$ cat config.mk
export PLATFORM = sky130hd
export DESIGN_NAME = risc_core
export DESIGN_NICKNAME = d
export VERILOG_FILES = /design/src/common/risc_pkg.sv /design/src/core/risc_core.sv /design/src/core/risc_decode.sv /design/src/core/risc_fetch.sv /design/src/core/risc_regfile.sv /design/src/hdl/risc_alu.sv
export SDC_FILE = /design/constraint.sdc
export NUM_CORES = 2
export LEC_CHECK = 0
export ABC_CLOCK_PERIOD_IN_PS = 9500
export BUFFER_PORTS_ARGS = -buffer_cell sky130_fd_sc_hd__buf_2
export CAP_MARGIN = 20
export CORE_MARGIN = 4
export CORE_UTILIZATION = 59
export CTS_BUF_LIST = sky130_fd_sc_hd__clkbuf_4
export CTS_CLUSTER_DIAMETER = 150
export DETAILED_ROUTE_END_ITERATION = 8
export GPL_TIMING_DRIVEN = 1
export PLACE_DENSITY = 0.79
export RECOVER_POWER = 100
export SYNTH_ARGS = -nofsm -noshare
export SYNTH_HDL_FRONTEND = slang
export SYNTH_SLANG_ARGS = --single-unit
$ cat constraint.sdc
create_clock -name clk -period 9.5 [get_ports clk]
set_input_delay 0.95 -clock clk [delete_from_list [all_inputs] [get_ports clk]]
set_output_delay 0.95 -clock clk [all_outputs]
set_load 0.02 [all_outputs]
$ cat src/common/risc_pkg.sv
// RISC core shared definitions
`default_nettype none

package risc_pkg;

  //////////////////////////////////////////////////
  // widths
  localparam int word_w     = 32;
  localparam int pc_w       = 30;  // word address
  localparam int reg_addr_w = 5;
  localparam int pcsel_w    = 3;
  localparam int sel_w      = 2;   // most select groups
  localparam int br_w       = 3;

  //////////////////////////////////////////////////
  // next pc source
  localparam logic [pcsel_w-1:0] pc_inc       = 3'd0;
  localparam logic [pcsel_w-1:0] pc_br        = 3'd1;
  localparam logic [pcsel_w-1:0] pc_jump      = 3'd2;
  localparam logic [pcsel_w-1:0] pc_jr        = 3'd3;
  localparam logic [pcsel_w-1:0] pc_reset     = 3'd4;
  localparam logic [pcsel_w-1:0] pc_exception = 3'd5;

  // operand sources
  localparam logic [sel_w-1:0] a_rs     = 2'd0;
  localparam logic [sel_w-1:0] a_16     = 2'd1;  // constant 16, for lui
  localparam logic [sel_w-1:0] a_shamt  = 2'd2;
  localparam logic [sel_w-1:0] b_rt     = 2'd0;
  localparam logic [sel_w-1:0] b_imm    = 2'd1;  // zero extended
  localparam logic [sel_w-1:0] b_sxtimm = 2'd2;

  // alu unit, boolean and shift functions
  localparam logic [sel_w-1:0] unit_addsub  = 2'd0;
  localparam logic [sel_w-1:0] unit_slt     = 2'd1;
  localparam logic [sel_w-1:0] unit_boolean = 2'd2;
  localparam logic [sel_w-1:0] unit_shifter = 2'd3;
  localparam logic [sel_w-1:0] boole_and    = 2'd0;
  localparam logic [sel_w-1:0] boole_or     = 2'd1;
  localparam logic [sel_w-1:0] boole_xor    = 2'd2;
  localparam logic [sel_w-1:0] boole_nor    = 2'd3;
  localparam logic [sel_w-1:0] shift_ll     = 2'd0;
  localparam logic [sel_w-1:0] shift_lr     = 2'd2;
  localparam logic [sel_w-1:0] shift_ar     = 2'd3;

  // write back address and data
  localparam logic [sel_w-1:0] wa_rt    = 2'd0;
  localparam logic [sel_w-1:0] wa_rd    = 2'd1;
  localparam logic [sel_w-1:0] wa_31    = 2'd2;
  localparam logic [sel_w-1:0] wa_0     = 2'd3;
  localparam logic [sel_w-1:0] wb_alu   = 2'd0;
  localparam logic [sel_w-1:0] wb_pcinc = 2'd1;
  localparam logic [sel_w-1:0] wb_mdin  = 2'd2;

  // branch condition: bit 2 inverts, bits 1:0 pick the flag
  localparam logic [br_w-1:0] br_bneq = 3'b000;
  localparam logic [br_w-1:0] br_beq  = 3'b100;
  localparam logic [br_w-1:0] br_bgtz = 3'b010;
  localparam logic [br_w-1:0] br_blez = 3'b110;
  localparam logic [br_w-1:0] br_bltz = 3'b001;
  localparam logic [br_w-1:0] br_bgez = 3'b101;

  //////////////////////////////////////////////////
  // opcodes
  localparam logic [5:0] op_special = 6'h00;
  localparam logic [5:0] op_regimm  = 6'h01;
  localparam logic [5:0] op_j       = 6'h02;
  localparam logic [5:0] op_jal     = 6'h03;
  localparam logic [5:0] op_beq     = 6'h04;
  localparam logic [5:0] op_bne     = 6'h05;
  localparam logic [5:0] op_blez    = 6'h06;
  localparam logic [5:0] op_bgtz    = 6'h07;
  localparam logic [5:0] op_addi    = 6'h08;
  localparam logic [5:0] op_addiu   = 6'h09;
  localparam logic [5:0] op_slti    = 6'h0a;
  localparam logic [5:0] op_sltiu   = 6'h0b;
  localparam logic [5:0] op_andi    = 6'h0c;
  localparam logic [5:0] op_ori     = 6'h0d;
  localparam logic [5:0] op_xori    = 6'h0e;
  localparam logic [5:0] op_lui     = 6'h0f;
  localparam logic [5:0] op_lw      = 6'h23;
  localparam logic [5:0] op_sw      = 6'h2b;

  // special function field
  localparam logic [5:0] fn_sll  = 6'h00;
  localparam logic [5:0] fn_srl  = 6'h02;
  localparam logic [5:0] fn_sra  = 6'h03;
  localparam logic [5:0] fn_sllv = 6'h04;
  localparam logic [5:0] fn_srlv = 6'h06;
  localparam logic [5:0] fn_srav = 6'h07;
  localparam logic [5:0] fn_jr   = 6'h08;
  localparam logic [5:0] fn_jalr = 6'h09;
  localparam logic [5:0] fn_add  = 6'h20;
  localparam logic [5:0] fn_addu = 6'h21;
  localparam logic [5:0] fn_sub  = 6'h22;
  localparam logic [5:0] fn_subu = 6'h23;
  localparam logic [5:0] fn_and  = 6'h24;
  localparam logic [5:0] fn_or   = 6'h25;
  localparam logic [5:0] fn_xor  = 6'h26;
  localparam logic [5:0] fn_nor  = 6'h27;
  localparam logic [5:0] fn_slt  = 6'h2a;
  localparam logic [5:0] fn_sltu = 6'h2b;

  // exception and reset addresses
  localparam logic [4:0]        exc_reserved = 5'd10;
  localparam logic [word_w-1:0] exc_vector   = {24'h0, exc_reserved, 3'b000};  // 0x50
  localparam logic [word_w-1:0] reset_pc     = 32'h0;

  //////////////////////////////////////////////////
  // instruction word layouts
  typedef struct packed {
    logic [5:0] op;
    logic [4:0] rs;
    logic [4:0] rt;
    logic [4:0] rd;
    logic [4:0] shamt;
    logic [5:0] funct;
  } inst_r_t;

  typedef struct packed {
    logic [5:0]  op;
    logic [4:0]  rs;
    logic [4:0]  rt;
    logic [15:0] imm;
  } inst_i_t;

  typedef struct packed {
    logic [5:0]  op;
    logic [25:0] target;
  } inst_j_t;

  typedef union packed {
    inst_r_t r;
    inst_i_t i;
    inst_j_t j;
  } inst_u;

endpackage

`default_nettype wire

$ cat src/core/risc_core.sv
// Two-stage RISC core
`timescale 1ns/1ps
`default_nettype none

module risc_core (
  input  logic                        clk,
  input  logic                        reset,
  input  logic                        rdy,
  output logic [risc_pkg::pc_w-1:0]   iaddr,
  input  logic [risc_pkg::word_w-1:0] inst,
  output logic [risc_pkg::pc_w-1:0]   maddr,
  output logic                        mrd,
  output logic                        mwr,
  output logic [risc_pkg::word_w-1:0] mdout,
  input  logic [risc_pkg::word_w-1:0] mdin
);

  logic                              advance;
  risc_pkg::inst_u                   inst_x;
  logic [risc_pkg::pcsel_w-1:0]      pcsel;
  logic                              annul;
  logic [risc_pkg::sel_w-1:0]        asel;
  logic [risc_pkg::sel_w-1:0]        bsel;
  logic [risc_pkg::sel_w-1:0]        unit;
  logic [risc_pkg::sel_w-1:0]        boole;
  logic [risc_pkg::sel_w-1:0]        shift;
  logic                              sltu;
  logic                              sub;
  logic [risc_pkg::sel_w-1:0]        wasel;
  logic [risc_pkg::sel_w-1:0]        wbsel;
  logic [risc_pkg::word_w-1:0]       rs_data;
  logic [risc_pkg::word_w-1:0]       rt_data;
  logic [risc_pkg::word_w-1:0]       pc_inc;  // link value
  logic [risc_pkg::word_w-1:0]       a;
  logic [risc_pkg::word_w-1:0]       b;
  logic [risc_pkg::word_w-1:0]       result;
  logic [risc_pkg::word_w-1:0]       sum;
  logic [risc_pkg::reg_addr_w-1:0]   wa;
  logic [risc_pkg::word_w-1:0]       wdata;

  assign advance = rdy;  // no internal stall sources

  //////////////////////////////////////////////////
  // operand and write back muxes
  assign a = (asel == risc_pkg::a_rs)    ? rs_data :
             (asel == risc_pkg::a_shamt) ? {27'd0, inst_x.r.shamt} :
                                           32'd16;
  assign b = (bsel == risc_pkg::b_rt)  ? rt_data :
             (bsel == risc_pkg::b_imm) ? {16'd0, inst_x.i.imm} :
                                         {{16{inst_x.i.imm[15]}}, inst_x.i.imm};

  assign wa = (wasel == risc_pkg::wa_rt) ? inst_x.r.rt :
              (wasel == risc_pkg::wa_rd) ? inst_x.r.rd :
              (wasel == risc_pkg::wa_31) ? 5'd31 :
                                           5'd0;
  assign wdata = (wbsel == risc_pkg::wb_pcinc) ? pc_inc :
                 (wbsel == risc_pkg::wb_mdin)  ? mdin :
                                                 result;

  assign maddr = sum[31:2];  // word accesses only
  assign mdout = rt_data;

  //////////////////////////////////////////////////
  risc_fetch i_risc_fetch (
    .clk(clk), .reset(reset), .advance(advance), .pcsel(pcsel),
    .rs_data(rs_data), .inst(inst), .annul(annul), .inst_x(inst_x),
    .pc_inc(pc_inc), .iaddr(iaddr)
  );

  risc_decode i_risc_decode (
    .reset(reset), .inst_x(inst_x), .bsign(rs_data[31]), .bneq(rs_data != rt_data),
    .pcsel(pcsel), .annul(annul), .asel(asel), .bsel(bsel), .unit(unit),
    .boole(boole), .shift(shift), .sltu(sltu), .sub(sub), .wasel(wasel),
    .wbsel(wbsel), .mrd(mrd), .mwr(mwr)
  );

  risc_regfile i_risc_regfile (
    .clk(clk), .ra(inst_x.r.rs), .rb(inst_x.r.rt), .wa(wa), .we(advance),
    .wdata(wdata), .rs_data(rs_data), .rt_data(rt_data)
  );

  risc_alu i_risc_alu (
    .a(a), .b(b), .unit(unit), .boole(boole), .shift(shift), .sltu(sltu),
    .sub(sub), .result(result), .sum(sum)
  );

endmodule

`default_nettype wire

$ cat src/core/risc_decode.sv
// Instruction decode and branch decision
`timescale 1ns/1ps
`default_nettype none

module risc_decode (
  input  logic                         reset,
  input  risc_pkg::inst_u              inst_x,
  input  logic                         bsign,
  input  logic                         bneq,
  output logic [risc_pkg::pcsel_w-1:0] pcsel,
  output logic                         annul,
  output logic [risc_pkg::sel_w-1:0]   asel,
  output logic [risc_pkg::sel_w-1:0]   bsel,
  output logic [risc_pkg::sel_w-1:0]   unit,
  output logic [risc_pkg::sel_w-1:0]   boole,
  output logic [risc_pkg::sel_w-1:0]   shift,
  output logic                         sltu,
  output logic                         sub,
  output logic [risc_pkg::sel_w-1:0]   wasel,
  output logic [risc_pkg::sel_w-1:0]   wbsel,
  output logic                         mrd,
  output logic                         mwr
);

  logic [risc_pkg::pcsel_w-1:0] d_pcsel;
  logic [risc_pkg::sel_w-1:0]   d_wasel;
  logic [risc_pkg::br_w-1:0]    br;
  logic                         reserved;
  logic                         taken;

  always_comb
  begin
    d_pcsel  = risc_pkg::pc_inc;
    br       = risc_pkg::br_bneq;
    asel     = risc_pkg::a_rs;
    bsel     = risc_pkg::b_sxtimm;  // most immediates are signed
    unit     = risc_pkg::unit_addsub;
    boole    = risc_pkg::boole_and;
    shift    = risc_pkg::shift_ll;
    sltu     = 1'b0;
    sub      = 1'b0;
    d_wasel  = risc_pkg::wa_rt;
    wbsel    = risc_pkg::wb_alu;
    mrd      = 1'b0;
    mwr      = 1'b0;
    reserved = 1'b0;

    case (inst_x.r.op)
      risc_pkg::op_special:
      begin
        bsel    = risc_pkg::b_rt;
        d_wasel = risc_pkg::wa_rd;
        case (inst_x.r.funct)
          risc_pkg::fn_sll, risc_pkg::fn_srl, risc_pkg::fn_sra,
          risc_pkg::fn_sllv, risc_pkg::fn_srlv, risc_pkg::fn_srav:
          begin
            asel  = inst_x.r.funct[2] ? risc_pkg::a_rs : risc_pkg::a_shamt;
            unit  = risc_pkg::unit_shifter;
            shift = !inst_x.r.funct[1] ? risc_pkg::shift_ll :
                    inst_x.r.funct[0]  ? risc_pkg::shift_ar : risc_pkg::shift_lr;
          end
          risc_pkg::fn_jr:
          begin
            d_pcsel = risc_pkg::pc_jr;
            d_wasel = risc_pkg::wa_0;
          end
          risc_pkg::fn_jalr:
          begin
            d_pcsel = risc_pkg::pc_jr;
            wbsel   = risc_pkg::wb_pcinc;
          end
          risc_pkg::fn_add, risc_pkg::fn_addu:
            sub = 1'b0;                                 // no overflow traps
          risc_pkg::fn_sub, risc_pkg::fn_subu:
            sub = 1'b1;
          risc_pkg::fn_and, risc_pkg::fn_or, risc_pkg::fn_xor, risc_pkg::fn_nor:
          begin
            unit  = risc_pkg::unit_boolean;
            boole = inst_x.r.funct[1:0];                // funct order matches boole codes
          end
          risc_pkg::fn_slt, risc_pkg::fn_sltu:
          begin
            unit = risc_pkg::unit_slt;
            sub  = 1'b1;
            sltu = inst_x.r.funct[0];
          end
          default:
            reserved = 1'b1;
        endcase
      end
      risc_pkg::op_regimm:
      begin
        if (inst_x.i.rt[3:1] == 3'b000)
        begin
          d_pcsel = risc_pkg::pc_br;
          br      = inst_x.i.rt[0] ? risc_pkg::br_bgez : risc_pkg::br_bltz;
          d_wasel = inst_x.i.rt[4] ? risc_pkg::wa_31 : risc_pkg::wa_0;  // linking forms
          wbsel   = risc_pkg::wb_pcinc;
        end
        else
          reserved = 1'b1;
      end
      risc_pkg::op_j, risc_pkg::op_jal:
      begin
        d_pcsel = risc_pkg::pc_jump;
        d_wasel = inst_x.r.op[0] ? risc_pkg::wa_31 : risc_pkg::wa_0;
        wbsel   = risc_pkg::wb_pcinc;
      end
      risc_pkg::op_beq, risc_pkg::op_bne, risc_pkg::op_blez, risc_pkg::op_bgtz:
      begin
        d_pcsel = risc_pkg::pc_br;
        d_wasel = risc_pkg::wa_0;
        br = (inst_x.r.op == risc_pkg::op_beq)  ? risc_pkg::br_beq :
             (inst_x.r.op == risc_pkg::op_bne)  ? risc_pkg::br_bneq :
             (inst_x.r.op == risc_pkg::op_blez) ? risc_pkg::br_blez : risc_pkg::br_bgtz;
      end
      risc_pkg::op_addi, risc_pkg::op_addiu:
        sub = 1'b0;
      risc_pkg::op_slti, risc_pkg::op_sltiu:
      begin
        unit = risc_pkg::unit_slt;
        sub  = 1'b1;
        sltu = inst_x.r.op[0];
      end
      risc_pkg::op_andi, risc_pkg::op_ori, risc_pkg::op_xori:
      begin
        bsel  = risc_pkg::b_imm;
        unit  = risc_pkg::unit_boolean;
        boole = inst_x.r.op[1:0];
      end
      risc_pkg::op_lui:
      begin
        asel = risc_pkg::a_16;  // imm shifted left by 16
        bsel = risc_pkg::b_imm;
        unit = risc_pkg::unit_shifter;
      end
      risc_pkg::op_lw:
      begin
        mrd   = 1'b1;
        wbsel = risc_pkg::wb_mdin;
      end
      risc_pkg::op_sw:
      begin
        mwr     = 1'b1;
        d_wasel = risc_pkg::wa_0;
      end
      default:
        reserved = 1'b1;
    endcase

    annul = reserved;   // drop the instruction behind it
    if (reserved)
    begin
      d_pcsel = risc_pkg::pc_exception;
      d_wasel = risc_pkg::wa_0;
    end
  end

  //////////////////////////////////////////////////
  // branch decision
  always_comb
  begin
    case (br[1:0])
      2'b00:   taken = br[2] ^ bneq;
      2'b01:   taken = br[2] ^ bsign;
      2'b10:   taken = br[2] ^ (bneq & ~bsign);
      default: taken = 1'b0;
    endcase
  end

  assign pcsel = reset ? risc_pkg::pc_reset :
                 (d_pcsel == risc_pkg::pc_br && !taken) ? risc_pkg::pc_inc : d_pcsel;
  assign wasel = reset ? risc_pkg::wa_0 : d_wasel;  // nothing written in reset

endmodule

`default_nettype wire

$ cat src/core/risc_fetch.sv
// Fetch stage
`timescale 1ns/1ps
`default_nettype none

module risc_fetch (
  input  logic                         clk,
  input  logic                         reset,
  input  logic                         advance,
  input  logic [risc_pkg::pcsel_w-1:0] pcsel,
  input  logic [risc_pkg::word_w-1:0]  rs_data,
  input  logic [risc_pkg::word_w-1:0]  inst,
  input  logic                         annul,
  output risc_pkg::inst_u              inst_x,
  output logic [risc_pkg::word_w-1:0]  pc_inc,
  output logic [risc_pkg::pc_w-1:0]    iaddr
);

  logic [risc_pkg::word_w-1:0] pc_f;     // address being fetched
  logic [risc_pkg::word_w-1:0] pc_next;
  logic                        boot;     // first fetch after reset

  assign pc_inc = pc_f + 32'd4;  // delay slot address + 4

  always_comb
  begin
    case (pcsel)
      risc_pkg::pc_br:        pc_next = pc_f + {{14{inst_x.i.imm[15]}}, inst_x.i.imm, 2'b00};
      risc_pkg::pc_jump:      pc_next = {pc_inc[31:28], inst_x.j.target, 2'b00};
      risc_pkg::pc_jr:        pc_next = rs_data;
      risc_pkg::pc_reset:     pc_next = risc_pkg::reset_pc;
      risc_pkg::pc_exception: pc_next = risc_pkg::exc_vector;
      default:                pc_next = pc_inc;
    endcase
  end

  // synchronous instruction memory sees the next pc on the edge
  assign iaddr = (advance || reset) ? pc_next[31:2] : pc_f[31:2];

  //////////////////////////////////////////////////
  // pc and instruction register
  always_ff @(posedge clk)
  begin
    if (reset)
    begin
      pc_f <= risc_pkg::reset_pc - 32'd4;  // so the first fetch lands on reset_pc
      boot <= 1'b1;
    end
    else if (advance)
    begin
      pc_f <= pc_next;
      boot <= 1'b0;
    end
  end

  always_ff @(posedge clk)
  begin
    if (reset)
      inst_x <= '0;
    else if (advance)
      inst_x <= (annul || boot) ? '0 : inst;  // zero is a no-op
  end

endmodule

`default_nettype wire

$ cat src/core/risc_regfile.sv
// Register file
`timescale 1ns/1ps
`default_nettype none

module risc_regfile (
  input  logic                            clk,
  input  logic [risc_pkg::reg_addr_w-1:0] ra,
  input  logic [risc_pkg::reg_addr_w-1:0] rb,
  input  logic [risc_pkg::reg_addr_w-1:0] wa,
  input  logic                            we,
  input  logic [risc_pkg::word_w-1:0]     wdata,
  output logic [risc_pkg::word_w-1:0]     rs_data,
  output logic [risc_pkg::word_w-1:0]     rt_data
);

  logic [risc_pkg::word_w-1:0] regs [32];

  // $0 reads as zero whatever the array holds
  assign rs_data = (ra == '0) ? '0 : regs[ra];
  assign rt_data = (rb == '0) ? '0 : regs[rb];

  always_ff @(posedge clk)
  begin
    if (we && wa != '0)
      regs[wa] <= wdata;
  end

endmodule

`default_nettype wire

$ cat src/hdl/risc_alu.sv
// Integer ALU
`timescale 1ns/1ps
`default_nettype none

module risc_alu (
  input  logic [risc_pkg::word_w-1:0] a,
  input  logic [risc_pkg::word_w-1:0] b,
  input  logic [risc_pkg::sel_w-1:0]  unit,
  input  logic [risc_pkg::sel_w-1:0]  boole,
  input  logic [risc_pkg::sel_w-1:0]  shift,
  input  logic                        sltu,
  input  logic                        sub,
  output logic [risc_pkg::word_w-1:0] result,
  output logic [risc_pkg::word_w-1:0] sum
);

  logic [32:0] aext;
  logic [32:0] bext;
  logic [32:0] sum_x;     // bit 32 is carry/borrow
  logic        ovf;
  logic        lt;
  logic        left;
  logic [4:0]  n;         // right rotate amount
  logic [31:0] rot;
  logic [31:0] mask;
  logic        fill;
  logic [31:0] shift_out;
  logic [31:0] bool_out;

  //////////////////////////////////////////////////
  // adder and compare
  assign aext  = {~sltu & a[31], a};
  assign bext  = {~sltu & b[31], b};
  assign sum_x = sub ? aext - bext : aext + bext;
  assign sum   = sum_x[31:0];
  assign ovf   = (a[31] == (b[31] ^ sub)) && (sum_x[31] != a[31]);
  assign lt    = sltu ? sum_x[32] : sum_x[31] ^ ovf;

  //////////////////////////////////////////////////
  // barrel shifter
  assign left = (shift == risc_pkg::shift_ll);
  assign n    = left ? 5'd0 - a[4:0] : a[4:0];  // left by k is right rotate by 32-k
  assign fill = (shift == risc_pkg::shift_ar) & b[31];
  assign mask = left ? 32'hffff_ffff << a[4:0] : 32'hffff_ffff >> a[4:0];

  always_comb
  begin
    rot = b;
    for (int k = 0; k < 5; k++)
    begin
      if (n[k])
        rot = (rot >> (1 << k)) | (rot << (32 - (1 << k)));
    end
  end

  assign shift_out = (rot & mask) | (~mask & {32{fill}});

  //////////////////////////////////////////////////
  // boolean unit and result select
  always_comb
  begin
    case (boole)
      risc_pkg::boole_and: bool_out = a & b;
      risc_pkg::boole_or:  bool_out = a | b;
      risc_pkg::boole_xor: bool_out = a ^ b;
      default:             bool_out = ~(a | b);  // nor
    endcase
  end

  always_comb
  begin
    case (unit)
      risc_pkg::unit_addsub:  result = sum;
      risc_pkg::unit_slt:     result = {31'd0, lt};
      risc_pkg::unit_boolean: result = bool_out;
      default:                result = shift_out;
    endcase
  end

endmodule

`default_nettype wire

==> results by group <==
Die
  • Starting Density: 59.7%
  • Core Region: 106000 um2
  • Chip Height: 335 um
  • Die Area: 112000 um2
  • I/O pin total: 161
  • Die X: 335 um
  • Row Count: 119

Logic synthesis
  • Synth cell types: 119
  • Count leader, synth: edfxtp_1
  • Cells after Synth: 4339
  • Seq cells post-synth: 1099
  • Mapped Area: 63100 um2
  • Number of synthesized flops with an enable pin: 1024
  • Most used DFF post-synth: edfxtp_1
  • Sequential area share after synthesis: 51.1%
  • Syn avg cell area: 14.5 um2
  • Commonest cells post-synth: 1024 x edfxtp_1, 512 x mux4_2, 231 x mux2i_1
  • YS warnings: 0
  • Top cell type's share of synthesized area: 48.7%
  • Share of flip-flops with an asynchronous set or reset: 0%
  • Leading area contributor after synthesis: edfxtp_1
  • Largest cells by area after synthesis: edfxtp_1 49%, mux4_2 18%, mux2i_1 3.7%, ha_1 2.7%, dfxtp_1 2.4%

Min path
  • HP Class: input port to flop

Timing
  • Final period util: 97.8%
  • Min Tclk post-route: 9290 ps
  • WHS: 84.4 ps
  • Hold Violations, Final: 0
  • Skew final: 149 ps
  • TNS Setup: 0 ps
  • Setup Viol. Count Final: 0
  • Fin. max-slew vios: 26
  • RSZ-0062 raised after global routing: yes
  • Slew at the pin with the worst max-slew slack: 1550 ps
  • Achievable frequency: 0.108 GHz
  • Relative slew margins: -3.01%

Power and ir drop
  • Total power: 15.2 mW
  • Clock group share of total power: 25.9%
  • Logic pwr share: 32.7%
  • Worst VDD drop: 0.000149 V
  • Power share of the sequential group: 41.3%
  • Sw Ratio: 36.0%
  • Net switching power: 5.46 mW
  • Power Internal: 9.72 mW
  • Power density cells: 217 nW/um2
  • LEAKAGE: 24.0 nW

Routing
  • Final WL: 227 mm
  • Length of routed met3 wiring: 33.2 mm
  • Highest routed layer: met5
  • Met2 Wirelength: 98.5 mm
  • Via Count: 46400
  • First-pass detailed-route iteration total: 6
  • DRC: 0
  • Drt wl/cell: 35.8 um
  • Met1 wire length: 75.8 mm
  • Vias per cell: 7.33
  • Post-DRT Antenna Nets: 0
  • 1st-iter DRT viols: 7870

Cells and area
  • Layout area overhead: 10.8%
  • Multi-input logic area: 29100 um2
  • Fillcell total: 7353
  • Final core utilization: 66.2%
  • # nets final: 4965
  • Share of post-route cells with drive strength above 1: 30.8%
  • Layout Cells excl Fill: 6337
  • Reg area: 32300 um2

Worst setup path
  • Worst EP arrival: 8340 ps
  • WP data required: 8550 ps
  • Crit. End Element: output port
  • Critical path class: flop to output port
  • CP Max Fanout: 20
  • Type of origin of the critical path: flop

GRT
  • First-pass GRT wire length: 320 mm
  • GRT overflow: 0
  • Largest net degree at the start of global routing: 78
  • Vias in the first global route: 45300
  • Antenna violations before repair: 9
  • Global Route Usage Sum: 40.1%

Clock network
  • H-tree levels: 5
  • CTS Sinks: 1099
  • Clock Tree Buf Depth: 4
  • Clk_lat worst skew: 1250 ps
  • CTS Buf Count: 296
  • Reg clk slew, reported paths: 60 ps
  • Clk root buf: clkbuf_4
  • CTS tree: done

Placed design
  • Hpwl dp: 151 mm
  • Placed Instances: 5816
  • GP Congestion: 1.05
  • Count of input and output buffers: 160

Job
  • Number of max-cap violations: 2

Outcome
  • Status: complete, but fails checks
  • Failing checks: capacitance limit, slew limit
## cells by family (layout without fill, tap and decap cells)
logic type | Yosys count | after routing | share of synthesized area (%)
muxes | 820 | 820 | 24.2
AOI/OAI and AO/OA | 915 | 915 | 9.96
xor gates and xnor gates | 157 | 157 | 2.19
other | 1 | 42 | 0.00594
and+or+nand+nor | 760 | 760 | 5.74
DFF | 1099 | 1099 | 51.1
adders and majority gates | 137 | 137 | 2.74
buffers and inverters | 450 | 1016 | 4.09
## registers in the layout, indices dropped and copies added, names as in the netlist, named ones only
register	count
i_risc_regfile.regs	1024
i_risc_fetch.boot	1
i_risc_fetch.inst_x	32
i_risc_fetch.pc_f	32
## through the flow
| stage | setup WS (ps) | instance area (um2) |
|---|---|---|
| CTS | 47.5 | 69800 |
| global placement | 1050 | 66100 |
| finish | 212 | 69900 |
| floorplan | 90.0 | 63200 |
| detailed placement | 982 | 66100 |
| global route | -76.0 | 69900 |
## worst max-delay path, stage by stage, from the launching register on
cell and delay, ps:
dfxtp_4 730, nor2b_2 620, buf_4 330, or2b_2 510
o22ai_1 230, a2111oi_2 130, mux2i_1 490, inv_1 280
nor4_1 430, and4bb_1 320, nand2_1 120, nor3_4 350
nor2_1 100, xnor2_1 140, ha_1 360, and3_1 220
nand4_1 110, or2_2 310, o21ai_1 300, o31ai_4 140
o21bai_1 140, a21oi_1 90, xnor2_1 380, buf_2 310
## final cells by class
type	instances	area share [%]
Clock buffer	389	4.18
Tap cell	1391	2.49
Clock inverter	83	0.633
Antenna cell	10	0.0358
Multi-Input combinational cell	2821	41.6
Inverter	138	0.746
Sequential cell	1099	46.2
Timing Repair Buffer	406	4.17
## placed cells by master (no fill, tap or decap), types with 25 or more instances in the layout
| cell type | netlist | routed |
|---|---|---|
| edfxtp_1 | 1024 | 1024 |
| mux4_2 | 512 | 512 |
| clkbuf_4 | 1 | 390 |
| mux2i_1 | 231 | 230 |
| nand2_1 | 211 | 211 |
| a21oi_1 | 212 | 203 |
| nor2_1 | 230 | 194 |
| buf_4 | 39 | 194 |
| buf_2 | 61 | 160 |
| o21ai_0 | 157 | 146 |
| ha_1 | 134 | 134 |
| inv_1 | 126 | 126 |
| xnor2_1 | 126 | 123 |
| o22ai_1 | 76 | 73 |
| dfxtp_1 | 75 | 67 |
| clkinv_1 | 6 | 66 |
| nand3_1 | 61 | 61 |
| a211oi_1 | 52 | 47 |
| a31oi_1 | 42 | 41 |
| nor2b_1 | 40 | 39 |
| a221oi_1 | 40 | 38 |
| a21o_1 | 37 | 37 |
| nor3_1 | 41 | 36 |
| mux2_2 | 35 | 35 |
| nor2_4 | 0 | 34 |
| a22oi_1 | 35 | 34 |
| mux4_1 | 32 | 32 |
| a22o_1 | 32 | 32 |
| conb_1 | 1 | 32 |
| xor2_1 | 30 | 30 |
| dlygate4sd3_1 | 0 | 30 |
| or2_2 | 26 | 26 |
| o21a_1 | 25 | 25 |
## layer usage
metal | vias to the layer above | global-route usage (%)
li1 | 18600 | -
met2 | 4066 | 58.4
met5 | - | 0.723
met3 | 936 | 13.4
met1 | 22800 | 51.4
met4 | 4 | 27.0
## worst paths after layout
check | from | to | slack [ps] | depth (start not counted)
setup / recovery | flop | maddr[27] | 210 | 23
hold / removal | inst[3] | i_risc_fetch.inst_x[3] | 80 | 3
setup reg to reg | flop | i_risc_regfile.regs[16][26] | 1160 | 23
hold reg to reg | i_risc_fetch.pc_f[0] | i_risc_fetch.pc_f[0] | 460 | 2
## power by group through the flow
stage,sequential (mW),combinational [mW],clock (mW)
after global routing,6.28,5.17,4.27
final,6.27,4.97,3.94
after floorplan,6.36,2.86,0
after detailed placement,6.38,4.74,0
after global placement,6.37,4.67,0
after CTS,6.27,4.77,3.97
## timing repair
action	CTS	global route
endpoints found under the setup margin	4	5
buffers inserted	1	3
hold endpoints to repair	38	0
hold buffers	30	0
gates resized for setup	1	6
No activity file was read; power rests on OpenSTA's default activity.
